$ cat src/source/area_defines.svh
/*
 * Sizes, seeds and step constants of the area demo data path.
 * Included by the package and by every module that needs a size or a constant.
 */
`ifndef AREA_DEFINES_SVH
`define AREA_DEFINES_SVH

// RAM bank geometry
// 32 banks of 256 x 16, one iCE40 block RAM each
`define AREA_NUM_BANKS 32
`define AREA_ADDR_W    8
`define AREA_WORD_W    16

// Number of 16x16 multipliers fed from bank pairs
`define AREA_NUM_PROD  18

// Pattern counter A
// Seed is its reset value, step is added on every run cycle
`define AREA_SEED_A    32'h1234_5678
`define AREA_STEP_A    32'h0001_2345

// Pattern counter B
// Different seed and step so that A ^ B keeps changing bit patterns
`define AREA_SEED_B    32'h8765_4321
`define AREA_STEP_B    32'h0005_4321

`endif

$ cat src/source/area_pkg.sv
/*
 * Shared types of the area demo.
 * Modules pick them up by a wildcard import in their header.
 */
`default_nettype none

`include "area_defines.svh"

package area_pkg;

    // One RAM word
    typedef logic [`AREA_WORD_W-1:0] word_t;

    // One multiplier result, full width of a 16x16 product
    typedef logic [2*`AREA_WORD_W-1:0] product_t;

    // Request from the pattern producer to the RAM bank
    // Every bank sees the same address, only its wmask bit differs
    typedef struct packed {
        // Step taken this cycle
        logic                      valid;
        // Shared address for all banks
        logic [`AREA_ADDR_W-1:0]   addr;
        // Low half of counter A ^ counter B
        word_t                     wdata_base;
        // Full counter A ^ counter B, bit k enables bank k
        logic [`AREA_NUM_BANKS-1:0] wmask;
    } bank_req_t;

    // Registered read return of all banks
    typedef struct packed {
        // Fresh data, one cycle after a valid request
        logic                              valid;
        // Word of bank k sits at data[k]
        word_t [`AREA_NUM_BANKS-1:0]       data;
    } bank_rd_t;

endpackage : area_pkg

`default_nettype wire

$ cat src/source/pattern_gen.sv
/*
 * Pattern producer. Holds the two pattern counters and the shared RAM address,
 * and registers one bank request per cycle in which run is high.
 */
`default_nettype none

`include "area_defines.svh"

module pattern_gen
    import area_pkg::*;
(
    input  logic      CLK,
    input  logic      rst_n,
    input  logic      run,
    output bank_req_t req
);

    // Pattern counters and the shared address
    logic [31:0]             cnt_a;
    logic [31:0]             cnt_b;
    logic [`AREA_ADDR_W-1:0] addr;

    // Mix of both counters, source of write enables and write data
    logic [31:0]             mix;

    // Registered request fields
    logic                      req_valid;
    logic [`AREA_ADDR_W-1:0]   req_addr;
    word_t                     req_wdata;
    logic [`AREA_NUM_BANKS-1:0] req_wmask;

    assign mix = cnt_a ^ cnt_b;

    // Counters advance only while run is high, so a low run freezes the pattern
    always_ff @(posedge CLK or negedge rst_n) begin
        if (!rst_n) begin
            cnt_a     <= `AREA_SEED_A;
            cnt_b     <= `AREA_SEED_B;
            addr      <= '0;
            req_valid <= 1'b0;
        end else begin
            req_valid <= run;
            if (run) begin
                cnt_a <= cnt_a + `AREA_STEP_A;
                cnt_b <= cnt_b + `AREA_STEP_B;
                // Wraps at 256, one pass over the banks
                addr  <= addr + 1'b1;
            end
        end
    end

    // Payload taken from the values before the advance
    // Holds while run is low
    always_ff @(posedge CLK) begin
        if (run) begin
            req_addr  <= addr;
            req_wdata <= mix[`AREA_WORD_W-1:0];
            req_wmask <= mix;
        end
    end

    assign req = '{valid: req_valid, addr: req_addr, wdata_base: req_wdata, wmask: req_wmask};

endmodule : pattern_gen

`default_nettype wire

$ cat config.mk
export PLATFORM = sky130hd
export DESIGN_NAME = pattern_gen
export DESIGN_NICKNAME = d
export VERILOG_FILES = /design/src/source/area_pkg.sv /design/src/source/pattern_gen.sv
export VERILOG_INCLUDE_DIRS = /design/src /design/src/source
export SDC_FILE = /design/constraint.sdc
export NUM_CORES = 1
export LEC_CHECK = 0
export ABC_AREA = 1
export BUFFER_PORTS_ARGS = -buffer_cell sky130_fd_sc_hd__clkbuf_2
export CAP_MARGIN = 20
export CORE_MARGIN = 8
export CORE_UTILIZATION = 54
export DETAILED_ROUTE_END_ITERATION = 10
export PLACE_DENSITY = 0.76
export SYNTH_ARGS = -nofsm -noshare
export SYNTH_HDL_FRONTEND = slang
export SYNTH_SLANG_ARGS = --single-unit
$ cat constraint.sdc
create_clock -name CLK -period 1.5 [get_ports CLK]
set_clock_uncertainty 0.05 [all_clocks]
set_input_delay 0.3 -clock CLK [delete_from_list [all_inputs] [get_ports CLK]]
set_output_delay 0.3 -clock CLK [all_outputs]
set_load 0.01 [all_outputs]
# ---- Yosys cells after proc, flatten, opt, wreduce, memory -nomap -nowiden
# Index checks and enable logic that the tools add are counted.
dict set report word_totals {
  register_bits 129
  input_bits 3
  out_inout_bits 57
  wordCells 11
}
dict set report op_classes {
  add_sub_neg 3
  bitwise 1
}
# operator n
set op_table {}
lappend op_table {{$add 32x17->32 const B} 1}
lappend op_table {{$add 32x19->32 const B} 1}
lappend op_table {{$xor 32x32->32} 1}
lappend op_table {{$add 8x1->8 const B} 1}

# ---- Logic depth before layout (Yosys ltp)
dict set report logic_depth {
  depth_word 1
  mapped_depth 12
}

# ---- Worst setup path before layout
# Ideal clock, no wire load.
dict set report synth_timing {
  kind {register -> register}
  startpoint {register cnt_b[0]}
  endpoint {register cnt_b[28]}
  setup_ns 0.117
  arrival_ns 1.370
  required_ns 1.333
  path_slack_ns -0.037
  stages_incl_launch_ff 11
  n_path_buf 0
  period_less_slack_ns 1.537
  cell_sequence {dfstp_2 > ha_1 > nand2_1 > nor2_2 > nand3_1 > nand2_1 > nand2_1 > nand3_1 > nand2_1 > nand2_1 > nand2_1}
}
dict set report synth_via {
  elab_chain_cells 1
}
# item line
set synth_rtl {}
lappend synth_rtl {{start, declared} pattern_gen.sv:20} ;# logic [31:0] cnt_b;
lappend synth_rtl {{start signal, assigned} pattern_gen.sv:38} ;# cnt_b <= `AREA_SEED_B;
lappend synth_rtl {{start signal, assigned} pattern_gen.sv:45} ;# cnt_b <= cnt_b + `AREA_STEP_B;
lappend synth_rtl {{$add 32x19->32 (no source line)} -}
# Every way passes these cells.
# A chain may end at the register's enable or synchronous reset.

# ---- Worst setup path after layout
dict set report layout_timing {
  startpoint {register cnt_b[24]}
  endpoint {register cnt_b[31]}
}
# The elaborated chain is that of the path after synthesis.

==> results by group <==
Route
  – Wire per inst: roughly 18 µm
  – Drt first-iter violations: approximately 570
  – Via/cell ratio: 5.418
  – Met2 routed WL: 9.695 mm
  – Met3 routed WL: 1.216 mm
  – Via Count: 5803
  – M1 WL: around 7.5 mm
  – Router iterations before antenna repair: 6
  – WL final: 18.94 mm
  – DRC errors left: 0
  – Max Used Layer: met4
  – Final ANT Viol Nets: 0

Critical path
  – CP Class: reg -> reg
  – Critical Path Max Stage Delay: 0.53 ns
  – CP endpoint kind: register
  – Arr. time, crit path: 1.95 ns
  – Reg2Reg Setup Slack: -0.14 ns
  – Crit-path cells: nand2_1 -> nor2_1 -> nand3_1 -> nor4_4 -> nand3_1 -> nand2_1 -> inv_1
  – CP Launch Type: register
  – Critical Path RT: approximately 1.8 ns
  – Cell at the slowest stage of the critical path: dfstp_2
  – R2R depth: 7
  – RR Endpoint: cnt_b[31]
  – Crit path from: cnt_b[24]
  – RR Startpoint: cnt_b[24]
  – Crit-path max FO: 3

Worst hold path
  – Min-Delay Path Depth: 3
  – Worst hold path startpoint: run
  – Hold path endpoint: cnt_a[0]
  – Hold/Removal Path Class: in -> reg

Synth
  – Adder-cell share of the synthesized area: 0.5847%
  – Synth Warn #: 0
  – Main area contributors after synthesis: edfxtp_1 19%, dfrtp_1 18%, nand2_1 12%
  – Syn avg cell area: around 8.7 µm²
  – Seq cells post-synth: 113
  – Compound-gate portion of the synthesized area: 2.884%
  – Post-Synth XOR/XNOR Area: 9.277%
  – Main combinational cell family by area after synthesis: simple AND/OR/NAND/NOR gates
  – Post-synthesis sequential area ratio: 47.67%
  – Main synth FF type: dfrtp_1
  – Mux contribution to synthesized area: 0%
  – Top cell type's share of synthesized area: 18.71%
  – Syn Inst Count: 740
  – Cell Area, Synth: between 6000 and 7000 µm²
  – Number of synthesized flops with an enable pin: 40
  – Simple logic cell fraction of the synthesized area: 30.44%
  – Synth cell types: 43
  – Post-Syn Nets: 746
  – Synth async-reset ratio: 64.60%
  – Area leader, netlist: edfxtp_1

Placement
  – Routability cong.: roughly 0.95
  – Pre-CTS setup slack: -0.1369 ns
  – Post-Place Cells: 1003
  – IO buf count: between 50 and 60
  – Post-DP HPWL: 11.94 mm
  – Placed Area: 7442 µm²

CTS
  – H-Tree Depth: 4
  – Reg clk slew, reported paths: 0.05 ns
  – Total CTS buffers: 17
  – CTS tree: done
  – CTS max path bufs: 2
  – CTS sink cnt: 113
  – CTS Root Buffer Type: clkbuf_16
  – Clock Latency Late Sink: 0.43 ns

Pwr
  – Worst vdd ir: 0.9935 mV
  – PwrDens: 2221 nW/µm²
  – Leak pwr: 4.198 nW

Outcome
  – Failing checks: negative setup slack
  – Status: finished with violations

Timing
  – Unrepaired setup endpoints after global routing: yes
  – Final Critical Period: 1.642 ns
  – Slew @ Worst Pin: 0.4290 ns
  – Fin crit share: 109.5%
  – Setup Viol. Count Final: 39
  – Slew HR: 71.40%
  – Fmax: 608.9 MHz
  – WHS: 0.2581 ns
  – Setup TNS Final: -2.384 ns
  – Max-slew violations: 0
  – Final Hold Vio Count: 0
  – Worst Setup Slack, final: -0.1423 ns

Final layout
  – Non-Filler Instances: 1071
  – Fin area: 8925 µm²
  – Nets: 917
  – Layout area overhead: 39.02%
  – Antenna Cells: 0
  – Fill cell count: 729
  – Layout cell share with drive strength beyond 1: 47.08%

Global routing
  – Tot GR Track Use: 22.33%
  – Initial antenna violation count: 0
  – Vias in the first global route: 5669
  – First-pass GRT wire length: 27.92 mm
  – GRT overflow: 0
  – Largest net degree at the start of global routing: 74

Flow run
  – # Max-Cap Violations: 0

Floorplanning
  – Die width: around 130 µm
  – Core ar.: approximately 12000 µm²
  – I/O pins: 60
  – Site row count: 40
  – Die height: 125.0 µm
  – Initial Utilization: 54.35%
  – Die footprint: 15630 µm²
==> cell usage in the layout, fill, tap and decap left out, types with 3 or more instances in the layout <==
| master | count |
|---|---|
| bufinv_16 | 5 |
| nor3_1 | 4 |
| nand2_4 | 21 |
| nand3b_1 | 14 |
| nand2_1 | 164 |
| inv_2 | 20 |
| clkinv_2 | 4 |
| nor2_4 | 20 |
| o21ai_0 | 3 |
| a21oi_2 | 4 |
| dfrtp_1 | 37 |
| buf_6 | 11 |
| nor3_4 | 3 |
| buf_4 | 118 |
| dfrtp_2 | 10 |
| buf_12 | 4 |
| edfxtp_1 | 40 |
| clkbuf_16 | 17 |
| xor2_1 | 58 |
| nor2_2 | 23 |
| nand3_2 | 19 |
| a21oi_1 | 9 |
| inv_4 | 4 |
| nor2_1 | 24 |
| nand3_4 | 4 |
| nand2_2 | 38 |
| nand4_1 | 20 |
| o21ai_2 | 6 |
| dfstp_2 | 26 |
| inv_1 | 59 |
| xnor2_1 | 10 |
| clkbuf_2 | 57 |
| clkbuf_1 | 4 |
| clkinv_1 | 3 |
| nor3_2 | 5 |
| nand3_1 | 31 |
==> final cells by class <==
class | count | area [µm²] | share of cell area, %
Timing Repair Buffer | 192 | 1390 | 15.58
Clock buffer | 21 | 440.4 | 4.935
Sequential cell | 113 | 3073 | 34.43
Multi-Input combinational cell | 501 | 3318 | 37.18
Clock inverter | 11 | 185.2 | 2.075
Tap cell | 147 | 183.9 | 2.061
Inverter | 86 | 334.1 | 3.743
==> flip-flops by register name (all words and copies together), names as in the netlist <==
name       cells
addr           8
cnt_b         32
req_addr       8
req_wmask     17
req_valid      1
req_wdata     15
cnt_a         32
==> power breakdown <==
group / switching (mW) / total (mW) / internal (mW) / leakage, nW
Sequential: 1.40 / 6.24 / 4.84 / 1.22
Combinational: 5.03 / 9.23 / 4.20 / 2.68
Clock: 1.43 / 4.36 / 2.93 / 0.303
==> cell usage after synthesis (2+ instances only) <==
library cell  instances
nor2_4                5
o21ai_2               2
nor3_1                9
buf_2                12
o21ai_1               6
clkinv_1              2
nand2_4               4
nor3_2                3
dfstp_2              26
nor2_2               17
o21ai_0               4
inv_1                66
a21oi_1              12
buf_4                26
inv_2                17
nand2_2              14
edfxtp_1             40
xnor2_1              10
nand4_1              20
nand3b_1             14
dfrtp_1              47
nor4_1                3
nor2_1               45
ha_1                  3
or2_2                 2
nand3_1              45
xor2_1               58
nand3_2               9
nand2_1             205
==> per-stage QoR <==
step	total power [mW]	utilization, %
2_1_floorplan	10.27	-
3_3_place_gp	13.06	63.01
3_5_place_dp	13.29	63.01
4_1_cts	18.37	71.18
5_1_grt	20.76	75.56
6_report	19.82	75.56
==> cells by family (layout without fill, tap and decap cells) <==
group | count (synthesis) | count (layout)
flip-flops | 113 | 113
AO/OA/AOI/OAI | 30 | 30
buffers and inverters | 126 | 310
XOR/XNOR | 68 | 68
AND/OR/NAND/NOR | 400 | 400
adder cells (fa/ha/maj) | 3 | 3
==> metal layers <==
| metal | up-vias | global-route usage [%] |
|---|---|---|
| met5 | - | 0 |
| met1 | 2810 | 25.77 |
| met4 | 0 | 11.25 |
| met2 | 260 | 38.26 |
| met3 | 51 | 5.142 |
| li1 | 2682 | - |
==> worst max path at each step <==
stage,end,slack [ns]
floorplan,cnt_b[18],-0.01
global placement,cnt_a[18],-0.09
detailed placement,cnt_a[24],-0.14
CTS,cnt_b[16],-0.08
global route,cnt_a[29],-0.23
finish,cnt_b[31],-0.14
==> repair_timing <==
action / 4_1_cts / 5_1_grt
hold endpoints to repair: 47 / 0
buffers inserted: 15 / 22
setup endpoints to repair: 34 / 47
hold buffers: 1 / 0
pin swaps: 22 / 53
resized for setup: 60 / 106
==> worst max-delay path, delay by kind of cell, from the launching register on <==
kind	cells	cell delay [ns]
flops	1	0.53
simple gates	6	0.95
buf+inv	1	0.04
Note: power is estimated with default switching activity, not from simulation.
